`config.mk`:
```
export PLATFORM = sky130hd
export DESIGN_NAME = tof_hist_top
export DESIGN_NICKNAME = d
export VERILOG_FILES = /design/src/rtl/tof_hist_pkg.sv /design/src/rtl/bin_quantizer.sv /design/src/rtl/histogram_builder.sv /design/src/rtl/peak_finder.sv /design/src/rtl/tof_hist_top.sv
export SDC_FILE = /design/constraint.sdc
export NUM_CORES = 1
export LEC_CHECK = 0
export BUFFER_PORTS_ARGS = -buffer_cell sky130_fd_sc_hd__buf_2
export CORE_UTILIZATION = 50
export DETAILED_ROUTE_END_ITERATION = 8
export PLACE_DENSITY = 0.65
export SYNTH_ARGS = -nofsm -noshare
export SYNTH_HDL_FRONTEND = slang
export SYNTH_SLANG_ARGS = --single-unit
export TNS_END_PERCENT = 1
```
`constraint.sdc`:
```
create_clock -name clk -period 14.5 [get_ports clk]
set_input_delay 2.175 -clock clk [delete_from_list [all_inputs] [get_ports clk]]
set_output_delay 2.175 -clock clk [all_outputs]
set_load 0.01 [all_outputs]
```
`src/rtl/tof_hist_pkg.sv`:
```
package tof_hist_pkg;

    // raw timestamp from the tdc
    localparam int TS_W = 8;

    // bin address and bins per pixel histogram
    localparam int NB = 4;
    localparam int BIN_NUM_PER_HIS = 16;

    // timing window, start code and codes per bin (2**BIN_SHIFT)
    localparam logic [TS_W-1:0] TS_OFFSET = TS_W'(32);
    localparam int BIN_SHIFT = 3;

    // frame structure: events, pixels, acquisitions
    localparam int DATA_NUM = 2;
    localparam int PIXEL_NUM = 4;
    localparam int PIX_W = 2;
    localparam int ACQ_NUM = 3;

    // counter widths for the builder
    localparam int EVT_W = 1;
    localparam int ACQ_W = 2;

    // count width covers ACQ_NUM * DATA_NUM = 6, no saturation needed
    localparam int CNT_W = 3;

    // one bank holds every pixel
    localparam int BIN_NUM_PER_RAM = PIXEL_NUM * BIN_NUM_PER_HIS;
    localparam int RD_W = PIX_W + NB;

    // terminal counts
    localparam logic [EVT_W-1:0] EVT_LAST = EVT_W'(DATA_NUM - 1);
    localparam logic [PIX_W-1:0] PIX_LAST = PIX_W'(PIXEL_NUM - 1);
    localparam logic [ACQ_W-1:0] ACQ_LAST = ACQ_W'(ACQ_NUM - 1);
    localparam logic [NB-1:0] BIN_LAST = NB'(BIN_NUM_PER_HIS - 1);

    // peak scanner
    typedef enum logic [1:0] {PK_IDLE, PK_SCAN, PK_EMIT} peak_state_e;

endpackage

```
`src/rtl/bin_quantizer.sv`:
```
`timescale 1ns/1ps

module bin_quantizer (
    input  logic                          clk,
    input  logic                          combin_res,
    input  logic                          ts_valid,
    input  logic [tof_hist_pkg::TS_W-1:0] timestamp,
    output logic                          bin_valid,
    output logic [tof_hist_pkg::NB-1:0]   bin_addr
);

    logic [tof_hist_pkg::TS_W-1:0] ts_rel;
    logic                          below_win;
    logic                          beyond_win;
    logic [tof_hist_pkg::NB-1:0]   bin_next;

    always_comb begin
        // offset into the window, wraps when below it
        ts_rel = timestamp - tof_hist_pkg::TS_OFFSET;
        below_win = timestamp < tof_hist_pkg::TS_OFFSET;
        // any bit above the bin field means past the last bin
        beyond_win = |ts_rel[tof_hist_pkg::TS_W-1:tof_hist_pkg::BIN_SHIFT+tof_hist_pkg::NB];
        if (below_win) begin
            bin_next = '0;
        end else if (beyond_win) begin
            bin_next = tof_hist_pkg::BIN_LAST;
        end else begin
            // drop the fine bits
            bin_next = ts_rel[tof_hist_pkg::BIN_SHIFT +: tof_hist_pkg::NB];
        end
    end

    // strobe, one cycle behind ts_valid
    always_ff @(posedge clk or negedge combin_res) begin
        if (!combin_res) begin
            bin_valid <= 1'b0;
        end else begin
            bin_valid <= ts_valid;
        end
    end

    // bin address, only loaded on an event
    always_ff @(posedge clk) begin
        if (ts_valid) begin
            bin_addr <= bin_next;
        end
    end

endmodule

```
`src/rtl/histogram_builder.sv`:
```
`timescale 1ns/1ps

module histogram_builder (
    input  logic                           clk,
    input  logic                           combin_res,
    input  logic                           bin_valid,
    input  logic [tof_hist_pkg::NB-1:0]    bin_addr,
    input  logic [tof_hist_pkg::RD_W-1:0]  rd_addr,
    output logic [tof_hist_pkg::CNT_W-1:0] rd_count,
    output logic                           his_num,
    output logic                           frame_done
);

    // two banks of counts, bank index is his_num
    logic [tof_hist_pkg::CNT_W-1:0] mem_bank [2][tof_hist_pkg::BIN_NUM_PER_RAM];
    // per-bin valid bits, cleared in one cycle on a swap
    logic [tof_hist_pkg::BIN_NUM_PER_RAM-1:0] bin_vld [2];

    // frame position
    logic [tof_hist_pkg::EVT_W-1:0] evt_cnt;
    logic [tof_hist_pkg::PIX_W-1:0] pix_cnt;
    logic [tof_hist_pkg::ACQ_W-1:0] acq_cnt;

    logic                           rd_bank;
    logic [tof_hist_pkg::RD_W-1:0]  wr_addr;
    logic                           wr_hit;
    logic [tof_hist_pkg::CNT_W-1:0] wr_data;
    logic                           evt_last;
    logic                           pix_last;
    logic                           acq_last;
    logic                           frame_last;

    always_comb begin
        // finished bank is the one not being written
        rd_bank = ~his_num;
        // pixel * 16 + bin, bins per pixel is a power of two
        wr_addr = {pix_cnt, bin_addr};
        wr_hit = bin_vld[his_num][wr_addr];
        // first hit of a bin restarts at 1, old contents are stale
        wr_data = wr_hit ? mem_bank[his_num][wr_addr] + 1'b1 : tof_hist_pkg::CNT_W'(1);
        evt_last = evt_cnt == tof_hist_pkg::EVT_LAST;
        pix_last = pix_cnt == tof_hist_pkg::PIX_LAST;
        acq_last = acq_cnt == tof_hist_pkg::ACQ_LAST;
        frame_last = evt_last && pix_last && acq_last;
    end

    // read port for the peak finder
    always_comb begin
        if (bin_vld[rd_bank][rd_addr]) begin
            rd_count = mem_bank[rd_bank][rd_addr];
        end else begin
            // never written this frame
            rd_count = '0;
        end
    end

    // count storage
    always_ff @(posedge clk) begin
        if (bin_valid) begin
            mem_bank[his_num][wr_addr] <= wr_data;
        end
    end

    // valid bits, counters and bank swap
    always_ff @(posedge clk or negedge combin_res) begin
        if (!combin_res) begin
            bin_vld[0] <= '0;
            bin_vld[1] <= '0;
            evt_cnt <= '0;
            pix_cnt <= '0;
            acq_cnt <= '0;
            his_num <= 1'b0;
            frame_done <= 1'b0;
        end else begin
            frame_done <= 1'b0;
            if (bin_valid) begin
                bin_vld[his_num][wr_addr] <= 1'b1;
                // events, then pixels, then acquisitions
                if (!evt_last) begin
                    evt_cnt <= evt_cnt + 1'b1;
                end else begin
                    evt_cnt <= '0;
                    if (!pix_last) begin
                        pix_cnt <= pix_cnt + 1'b1;
                    end else begin
                        pix_cnt <= '0;
                        if (!acq_last) begin
                            acq_cnt <= acq_cnt + 1'b1;
                        end else begin
                            acq_cnt <= '0;
                        end
                    end
                end
                if (frame_last) begin
                    // swap banks, the new active bank starts empty
                    his_num <= ~his_num;
                    bin_vld[rd_bank] <= '0;
                    frame_done <= 1'b1;
                end
            end
        end
    end

endmodule

```
`src/rtl/peak_finder.sv`:
```
`timescale 1ns/1ps

module peak_finder (
    input  logic                           clk,
    input  logic                           combin_res,
    input  logic                           frame_done,
    input  logic [tof_hist_pkg::CNT_W-1:0] rd_count,
    output logic [tof_hist_pkg::RD_W-1:0]  rd_addr,
    output logic                           peak_valid,
    output logic [tof_hist_pkg::PIX_W-1:0] peak_pixel,
    output logic [tof_hist_pkg::NB-1:0]    peak_bin,
    output logic [tof_hist_pkg::CNT_W-1:0] peak_count,
    output logic                           busy,
    output logic                           overrun
);

    tof_hist_pkg::peak_state_e state;

    // pixel and bin being read this cycle
    logic [tof_hist_pkg::RD_W-1:0]  scan_addr;
    logic [tof_hist_pkg::NB-1:0]    cur_bin;
    // running maximum of the current pixel
    logic [tof_hist_pkg::CNT_W-1:0] best_count;
    logic [tof_hist_pkg::NB-1:0]    best_bin;
    logic                           take;
    logic [tof_hist_pkg::CNT_W-1:0] next_count;
    logic [tof_hist_pkg::NB-1:0]    next_bin;

    always_comb begin
        cur_bin = scan_addr[tof_hist_pkg::NB-1:0];
        // bin 0 restarts the max, strict compare keeps the lowest bin on a tie
        take = (cur_bin == '0) || (rd_count > best_count);
        next_count = take ? rd_count : best_count;
        next_bin = take ? cur_bin : best_bin;
    end

    assign rd_addr = scan_addr;
    assign busy = state != tof_hist_pkg::PK_IDLE;

    always_ff @(posedge clk) begin
        if (state != tof_hist_pkg::PK_IDLE) begin
            best_count <= next_count;
            best_bin <= next_bin;
        end
    end

    always_ff @(posedge clk or negedge combin_res) begin
        if (!combin_res) begin
            state <= tof_hist_pkg::PK_IDLE;
            scan_addr <= '0;
            peak_valid <= 1'b0;
            peak_pixel <= '0;
            peak_bin <= '0;
            peak_count <= '0;
            overrun <= 1'b0;
        end else begin
            peak_valid <= 1'b0;
            // new frame while still scanning, sticky until reset
            if (frame_done && state != tof_hist_pkg::PK_IDLE) begin
                overrun <= 1'b1;
            end
            case (state)
                tof_hist_pkg::PK_IDLE: begin
                    if (frame_done) begin
                        state <= tof_hist_pkg::PK_SCAN;
                    end
                end
                default: begin
                    // address wrapped to 0 in emit means all pixels are done
                    if (state == tof_hist_pkg::PK_EMIT && scan_addr == '0) begin
                        state <= tof_hist_pkg::PK_IDLE;
                    end else begin
                        scan_addr <= scan_addr + 1'b1;
                        if (cur_bin == tof_hist_pkg::BIN_LAST) begin
                            // last bin folded into the result
                            peak_valid <= 1'b1;
                            peak_pixel <= scan_addr[tof_hist_pkg::RD_W-1:tof_hist_pkg::NB];
                            peak_bin <= next_bin;
                            peak_count <= next_count;
                            state <= tof_hist_pkg::PK_EMIT;
                        end else begin
                            state <= tof_hist_pkg::PK_SCAN;
                        end
                    end
                end
            endcase
        end
    end

endmodule

```
`src/rtl/tof_hist_top.sv`:
```
`timescale 1ns/1ps

module tof_hist_top (
    input  logic                           clk,
    input  logic                           combin_res,
    input  logic                           ts_valid,
    input  logic [tof_hist_pkg::TS_W-1:0]  timestamp,
    output logic                           his_num,
    output logic                           frame_done,
    output logic                           peak_valid,
    output logic [tof_hist_pkg::PIX_W-1:0] peak_pixel,
    output logic [tof_hist_pkg::NB-1:0]    peak_bin,
    output logic [tof_hist_pkg::CNT_W-1:0] peak_count,
    output logic                           busy,
    output logic                           overrun
);

    // quantizer to builder
    logic                           bin_valid;
    logic [tof_hist_pkg::NB-1:0]    bin_addr;
    // peak finder read port into the finished bank
    logic [tof_hist_pkg::RD_W-1:0]  rd_addr;
    logic [tof_hist_pkg::CNT_W-1:0] rd_count;

    bin_quantizer u_quant (
        .clk        (clk),
        .combin_res (combin_res),
        .ts_valid   (ts_valid),
        .timestamp  (timestamp),
        .bin_valid  (bin_valid),
        .bin_addr   (bin_addr)
    );

    histogram_builder u_builder (
        .clk        (clk),
        .combin_res (combin_res),
        .bin_valid  (bin_valid),
        .bin_addr   (bin_addr),
        .rd_addr    (rd_addr),
        .rd_count   (rd_count),
        .his_num    (his_num),
        .frame_done (frame_done)
    );

    peak_finder u_peak (
        .clk        (clk),
        .combin_res (combin_res),
        .frame_done (frame_done),
        .rd_count   (rd_count),
        .rd_addr    (rd_addr),
        .peak_valid (peak_valid),
        .peak_pixel (peak_pixel),
        .peak_bin   (peak_bin),
        .peak_count (peak_count),
        .busy       (busy),
        .overrun    (overrun)
    );

endmodule

```
==> metrics.cfg, run 1 <==
[run_status]
status=completed

[placed_design]
dpl-instance-area_um2=27500
hpwl_mm=50.6
gp_congestion=0.907
port_buffers=21

[clock_tree]
cts_made_buffers=56
cts_tree=built
worstSkewPairLatency_ps=630
path_clk_slew_ps=70
cts_sinks=550
root_buffer=clkbuf_16
cts-root-to-sink-buffers=3
cts_htree_levels=2
cts-resized-gates=0
cts_setup_buffers=0
ctsHoldBuffers=0

[sta]
timing.final.crit_share=0.432
tns_ps=0
relSlewSlack=0.148
setup_violations=0
finalCriticalPeriod_ps=6260
drv_slew=0
max_clock_freq_ghz=0.160
rsz0062_at_grt=no
tightest_slew_ps=1270
hold_viol=0
skew_ps=26.2

[floorplan]
die_w_um=234
pin_count=25
initial_core_util=0.510
fp-row-count=84
core_um2=53000
die_area_um2=55000
die_y_um=234

[yosys]
synthMuxAreaShare=0.224
synth_top_family_by_area=multiplexers
synth_xor_area_frac=0.00227
synth_cell_type_count=69
yosys.area.top_type=edfxtp_1
syn_nets=1812
syn_inst=1790
synth_seq_cells=550
synth_top_cell_area_share=0.439
ys_seq_area_frac=0.582
ys_async_sr_fraction=0.282
syn-cell-area_um2=27000
synth-compound-area-share=0.0871
yosys.area_share.adder=0.00509
synth-edff-count=395
synth_common_cells=395 x edfxtp_1, 200 x mux4_2, 167 x nor2_1
syn_area_per_cell_um2=15.1
synth_top_flop_cell=edfxtp_1
yosysMostFrequentCell=edfxtp_1
synth-simple-area-share=0.0658
synth.top_cells.by_area=edfxtp_1 44%, mux4_2 17%, dfrtp_1 14%
synth_warnings=0

[power_and_ir_drop]
ir_drop_mv=0.263
power.leakage_nw=10.5
pwr_density_cell_nw_per_um2=204

[final_layout]
num-fill-cells=4204
stdcell_area_um2=29500
area_growth_pct=9.06
finalNetCount=1788
drive_gt1_frac=0.234

[worst_setup_path]
end_kind=flop
worstPathRequired_ps=14780
slowest_stage=nor4_1
cp_max_fo=128
slowest_delay_ps=1000
critPathLaunchType=flop
critPathKind=reg -> reg
crit_chain=buf_12, mux2i_1, o22ai_1, nor4_1, a21oi_1, mux4_2, ha_1, o21bai_1, mux2i_4, buf_4
cp_top_family=multiplexers
critical_path_buf_inv_count=2
crit_arrival_ps=6540

[drt]
drtIter0Drc=2289
routed_wl_mm=80.4
avgRoutedWirePerCell_um=32.1
antenna_left=0
drt-pass1-iter-count=5
vias=17523
drcViolationCount=0
avgViaCountPerCell=7.00

[global_route]
grt_pass1_vias=17322
grt_use_total=0.301
antenna_found_initial=1
grt_pass1_wl_mm=118
grt_overflow=0
grt_max_degree=129

[min_path]
hp-class=reg -> reg

[run]
max_cap_violations=0

where the power goes:
part	total, mW	internal (mW)	leakage, nW	switching [mW]
clock network	1.56	0.930	0.963	0.635
logic	2.10	0.823	3.91	1.28
registers	2.34	2.15	5.62	0.186
through the flow:
stage	power, mW	cells	util	setup slack, ps	hold WS, ps
finish	6.01	2503	0.556	8240	463
CTS	5.98	2502	0.556	8390	465
floorplan	3.83	1790	-	7450	459
detailed placement	4.43	2396	0.519	8400	452
global placement	4.38	2396	0.519	8570	438
global route	6.20	2502	0.556	8020	486
layout by cell type, fill, tap and decap left out, drive strengths merged, types with 11 or more instances in the layout:
cell	synthesis	layout
nor2b	23	23
nor4	11	11
clkinv	1	18
mux2	50	50
or2	12	12
a22oi	13	13
o21ai	34	34
nand3	32	32
a211oi	18	18
inv	18	21
nor2	167	167
o21a	67	67
mux2i	96	96
a21oi	17	17
a21o	64	64
mux4	201	201
clkbuf	43	73
o22ai	41	41
dfrtp	155	155
ha	11	11
nand2	99	99
edfxtp	395	395
buf	94	55
final timing paths:
check / from / end / slack (ps) / depth (start not counted)
worst max-delay path: u_builder.his_num / u_builder.mem_bank[1][74] / 8240 / 10
worst min-delay path: u_peak.overrun / u_peak.overrun / 460 / 1
worst max register to register: u_builder.his_num / u_builder.mem_bank[1][74] / 8240 / 10
worst min register to register: u_peak.overrun / u_peak.overrun / 460 / 1
max in group asynchronous: combin_res / u_builder.bin_vld[42] / 11220 / 2
min in group asynchronous: combin_res / u_builder.bin_vld[98] / 1640 / 1
worst register-to-register path, cell delays in order (launching register included):
cell and delay (ps):
dfrtp_4 920, buf_12 630, mux2i_1 520, o22ai_1 110, nor4_1 1000, a21oi_1 80
mux4_2 520, ha_1 210, o21bai_1 190, mux2i_4 790, buf_4 920
area by class of cell:
cell class                      instances  area (um2)  share of cell area
Antenna cell                            1        2.50           0.0000849
Timing Repair Buffer                   55         404              0.0137
Clock buffer                           73        1550              0.0525
Sequential cell                       550       15800               0.534
Tap cell                              688         861              0.0292
Inverter                               19        71.3             0.00242
Multi-Input combinational cell       1084       10400               0.353
Clock inverter                         33         425              0.0144
cell families (layout without fill, tap and decap cells):
family / after synthesis / after routing
muxes: 347 / 347
xor gates and xnor gates: 7 / 7
and+or+nand+nor: 392 / 392
buffers and inverters: 156 / 180
adders and majority gates: 11 / 11
AOI/OAI and AO/OA: 327 / 327
DFF: 550 / 550
other: 0 / 1
registers in the layout, summed over array words and instances, names as in the netlist:
name                  flops
u_peak.peak_bin           4
u_quant.bin_valid         1
u_builder.his_num         1
u_peak.overrun            1
u_builder.frame_done      1
u_builder.acq_cnt         2
u_builder.mem_bank      384
u_builder.bin_vld       128
u_peak.rd_addr            6
u_peak.peak_count         3
u_builder.pix_cnt         2
u_quant.bin_addr          4
u_peak.best_count         3
u_peak.state              2
u_peak.peak_valid         1
u_builder.evt_cnt         1
u_peak.best_bin           4
u_peak.peak_pixel         2
per-layer routing:
| metal | wire (um) | part of all wire | global-route usage |
|---|---|---|---|
| met1 | 31700 | 0.39 | 0.426 |
| met2 | 36900 | 0.46 | 0.461 |
| met3 | 8620 | 0.11 | 0.0641 |
| met4 | 3110 | 0.039 | 0.108 |
| met5 | 0 | 0 | 0 |
No activity file was read; power rests on OpenSTA's default activity.
==> inputs of run 2 (changes only) <==
clock period = 6.2 ns   (was 14.5 ns; I/O delays follow)
==> metrics.cfg, run 2 (synthesized netlist as in run 1, its figures left out) <==
[run_status]
status=completed

[placed_design]
gp_congestion=0.942
placedCellCount=2437
dpl-instance-area_um2=27800
hpwl_mm=52.5
place_ws_ps=951
port_buffers=21

[floorplan]
die_area_um2=55000
core_um2=53000
die_w_um=234
pin_count=25
die_y_um=234
fp-row-count=84
initial_core_util=0.510

[worst_setup_path]
critPathKind=reg -> reg
slowest_delay_ps=800
critPathLaunch=u_builder.his_num
critPathLaunchType=flop
crit_chain=buf_12, buf_4, mux2i_1, a221oi_1, o21ai_0, a21oi_1, a31oi_1, o2111ai_1, and2_1, ha_1, nor2b_1, o21ai_0, a32oi_1, a21oi_1, mux2_2
end_kind=flop
critical_path_buf_inv_count=2
cp.depth=15
crit_arrival_ps=5750
worstPathRequired_ps=6580
r2r-start=u_builder.his_num
slowest_stage=dfrtp_4
cp_max_fo=45
cp_top_family=compound AO/OA/AOI/OAI gates
rr_worst_depth=15

[sta]
tightest_slew_ps=1230
hold_viol=0
tns_ps=0
drv_slew=0
setup_ws_ps=827
hold_ws_ps=364
skew_ps=38.2
finalCriticalPeriod_ps=5370
relSlewSlack=0.170
timing.final.crit_share=0.867
rsz0062_at_grt=no
setup_violations=0
max_clock_freq_ghz=0.186

[final_layout]
antenna_cells=0
finalNetCount=1831
drive_gt1_frac=0.249
layout_commonest_cell=edfxtp_1
num-fill-cells=4192
mostFrequentLayoutCells=395 x edfxtp_1, 200 x mux4_2, 167 x nor2_1, 151 x dfrtp_1, 97 x nand2_1
area_growth_pct=10.3
largest_reg_flops=384
stdcell_area_um2=29800
top_register=u_builder.mem_bank
fin_cells=2546

[global_route]
grt_max_degree=97
grt_use_total=0.294
grt_overflow=0
antenna_found_initial=0
grt_pass1_vias=17445
grt_pass1_wl_mm=117

[clock_tree]
cts-root-to-sink-buffers=3
cts_sinks=550
worstSkewPairLatency_ps=630
ctsHoldBuffers=0
cts-resized-gates=0
cts_tree=built
cts_setup_buffers=0
cts_htree_levels=2
path_clk_slew_ps=60
root_buffer=clkbuf_16
cts_made_buffers=58

[drt]
antenna_left=0
avgRoutedWirePerCell_um=30.9
vias=17366
drtIter0Drc=2007
drcViolationCount=0
drt-pass1-iter-count=7
avgViaCountPerCell=6.82
routed_wl_mm=78.6

[power_and_ir_drop]
power.leakage_nw=10.7
pwr_density_cell_nw_per_um2=472
ir_drop_mv=0.468

[run]
max_cap_violations=0

[min_path]
hp-class=in -> async

run 2: cell count changes in the layout (fill, tap and decap cells not counted):
cell       before  now
clkinv_2       10    6
clkbuf_8        6    5
clkinv_1        8    4
clkinv_4        0    5
clkbuf_16      57   60
buf_12          3    6
buf_4          31   69
clkinv_8        0    2
clkbuf_1       10   19
bufinv_16      10    6
inv_6           3    0
diode_2         1    0
run 2: where the power goes:
group	switching [mW]	internal, mW	leakage [nW]	total, mW
Sequential	0.406	5.02	5.62	5.42
Combinational	2.98	2.10	4.13	5.08
Clock	1.47	2.09	0.946	3.56
Total	4.86	9.21	10.7	14.1
run 2: path summary, 6_finish.rpt:
path                                              end  slack [ps]
max in group asynchronous           u_builder.his_num        4660
worst max-delay path               u_peak.best_bin[1]         830
worst max register to register     u_peak.best_bin[1]         830
worst min-delay path            u_builder.bin_vld[49]         360
min in group clk                       u_peak.overrun         450
worst min register to register         u_peak.overrun         450
run 2: final cells by class:
type,instances,area [um2],area share
clock buffer,84,1640,0.0551
clock inverter,25,320,0.0107
multi-input combinational,1084,10400,0.349
timing repair buffer,96,749,0.0251
tap,688,861,0.0289
inverter,19,71.3,0.00239
sequential,550,15800,0.528
run 2: metal layers:
metal  track usage  vias up  wire (um)
met5             0        -          0
met4         0.121        0       3540
met3        0.0710      186       7840
met2         0.459      945      36500
met1         0.398     9068      30700
li1              -     7167          -
run 2: per-stage QoR:
stage | utilization | power (mW)
floorplan | - | 8.94
global placement | 0.526 | 10.4
detailed placement | 0.526 | 10.5
CTS | 0.563 | 14.1
global route | 0.563 | 14.6
finish | 0.563 | 14.1
run 2: worst reg2reg max path, stage by stage, from the launching register on:
cell,delay [ps]
dfrtp_4,800
buf_12,350
buf_4,280
mux2i_1,100
a221oi_1,520
o21ai_0,170
a21oi_1,200
a31oi_1,150
o2111ai_1,550
and2_1,200
ha_1,230
nor2b_1,130
o21ai_0,140
a32oi_1,140
a21oi_1,720
mux2_2,430
==> inputs of run 3 (changes only) <==
clock period = 5.5 ns   (was 6.2 ns; I/O delays follow)
==> metrics.cfg, run 3 (synthesized netlist as in run 1, its figures left out) <==
[run_status]
status=completed

[power_and_ir_drop]
pwr_density_cell_nw_per_um2=540
p_int_mw=10.7
power.leakage_nw=10.9
power_frac_seq=0.377
comb_power_share=0.364
p_clk_frac=0.259
switching_share=0.343
finalPower_mw=16.3
switchingPower_mw=5.59
ir_drop_mv=0.509

[drt]
drcViolationCount=0
drtIter0Drc=1855
drt-pass1-iter-count=6
routed_wl_mm=80.5
antenna_left=0
avgRoutedWirePerCell_um=31.4
avgViaCountPerCell=6.92
vias=17761

[worst_setup_path]
critPathLaunchType=flop
slowest_delay_ps=800
cp_max_fo=32
critPathLaunch=u_builder.his_num
crit_chain=buf_12, mux4_2, a22oi_1, nand3_1, o21ai_0, a32oi_1, and2_1, ha_1, nor2b_1, o21ai_0, a32oi_1, a21oi_1, buf_4, nor2b_1, a22o_1
end_kind=flop
crit_arrival_ps=5320
critPathKind=reg -> reg
slowest_stage=dfrtp_4
r2r-start=u_builder.his_num
critical_path_buf_inv_count=2
worstPathRequired_ps=5880
cp_top_family=compound AO/OA/AOI/OAI gates

[global_route]
grt_pass1_vias=17638
grt_pass1_wl_mm=118
grt_use_total=0.300
grt_max_degree=89
antenna_found_initial=1
grt_overflow=0

[min_path]
hp-class=in -> async

[final_layout]
fin_cells=2566
largest_reg_flops=384
num-fill-cells=4179
layout_commonest_cell=edfxtp_1
drive_gt1_frac=0.260
top_register=u_builder.mem_bank
mostFrequentLayoutCells=395 x edfxtp_1, 200 x mux4_2, 167 x nor2_1, 151 x dfrtp_1, 97 x nand2_1
finalNetCount=1849
antenna_cells=0
area_growth_pct=11.6

[clock_tree]
root_buffer=clkbuf_16
cts_tree=built
path_clk_slew_ps=70
ctsHoldBuffers=0
cts_htree_levels=2
cts-resized-gates=0
cts-root-to-sink-buffers=3
cts_sinks=550
worstSkewPairLatency_ps=640
cts_made_buffers=59
cts_setup_buffers=0

[sta]
timing.final.crit_share=0.898
tns_ps=0
setup_violations=0
relSlewSlack=0.270
tightest_slew_ps=1090
setup_ws_ps=562
rsz0062_at_grt=no
skew_ps=24.2
hold_viol=0
drv_slew=0
finalCriticalPeriod_ps=4940
max_clock_freq_ghz=0.203

[placed_design]
placedCellCount=2454
place_ws_ps=746
hpwl_mm=54.3
port_buffers=21
gp_congestion=0.933

[floorplan]
die_w_um=234
pin_count=25
initial_core_util=0.510
fp-row-count=84
die_area_um2=55000
core_um2=53000
die_y_um=234

[run]
max_cap_violations=0

[run 3: cell count changes in the layout (fill, tap and decap cells not counted), moves of 2 or more]
cell / previous run / this run
bufinv_16: 6 / 9
clkinv_8: 2 / 0
inv_6: 0 / 3
clkbuf_1: 19 / 13
buf_12: 6 / 15
clkinv_4: 5 / 2
clkinv_2: 6 / 12
clkinvlp_4: 3 / 0
clkbuf_8: 5 / 11
buf_4: 69 / 77
[run 3: per-layer routing]
metal | vias up | wire [um] | global-route usage
met5 | - | 79 | 0.0107
met4 | 2 | 3720 | 0.133
met3 | 230 | 7810 | 0.0609
met2 | 1071 | 37300 | 0.466
met1 | 9256 | 31600 | 0.411
li1 | 7202 | - | -
[run 3: cell type report]
| type | instances | area [um2] | area share |
|---|---|---|---|
| Multi-Input combinational cell | 1084 | 10400 | 0.345 |
| Tap cell | 688 | 861 | 0.0286 |
| Inverter | 19 | 71.3 | 0.00237 |
| Clock inverter | 29 | 385 | 0.0128 |
| Clock buffer | 83 | 1680 | 0.0556 |
| Sequential cell | 550 | 15800 | 0.522 |
| Timing Repair Buffer | 113 | 990 | 0.0328 |
[run 3: through the flow]
step	hold WS (ps)	cell area (um2)	utilization
after detailed placement	447	28100	0.530
after CTS	158	30100	0.569
after global placement	436	28100	0.530
after global routing	189	30100	0.569
after floorplan	459	27000	-
final	151	30100	0.569
[run 3: final timing paths]
check | slack (ps) | to | cells after the start
worst min register to register | 460 | u_peak.overrun | 1
max in group asynchronous | 3970 | u_builder.his_num | 2
worst min-delay path | 150 | u_peak.rd_addr[4] | 1
worst max-delay path | 560 | u_peak.best_count[1] | 15
worst max register to register | 560 | u_peak.best_count[1] | 15
min in group clk | 370 | u_quant.bin_valid | 1
[run 3: power by group through the flow]
stage	logic (mW)	registers [mW]	clock network, mW
after detailed placement	5.85	6.20	0
final	5.93	6.14	4.22
after floorplan	4.08	5.99	0
after global placement	5.73	6.17	0
after global routing	6.22	6.18	4.40
after CTS	5.86	6.12	4.24
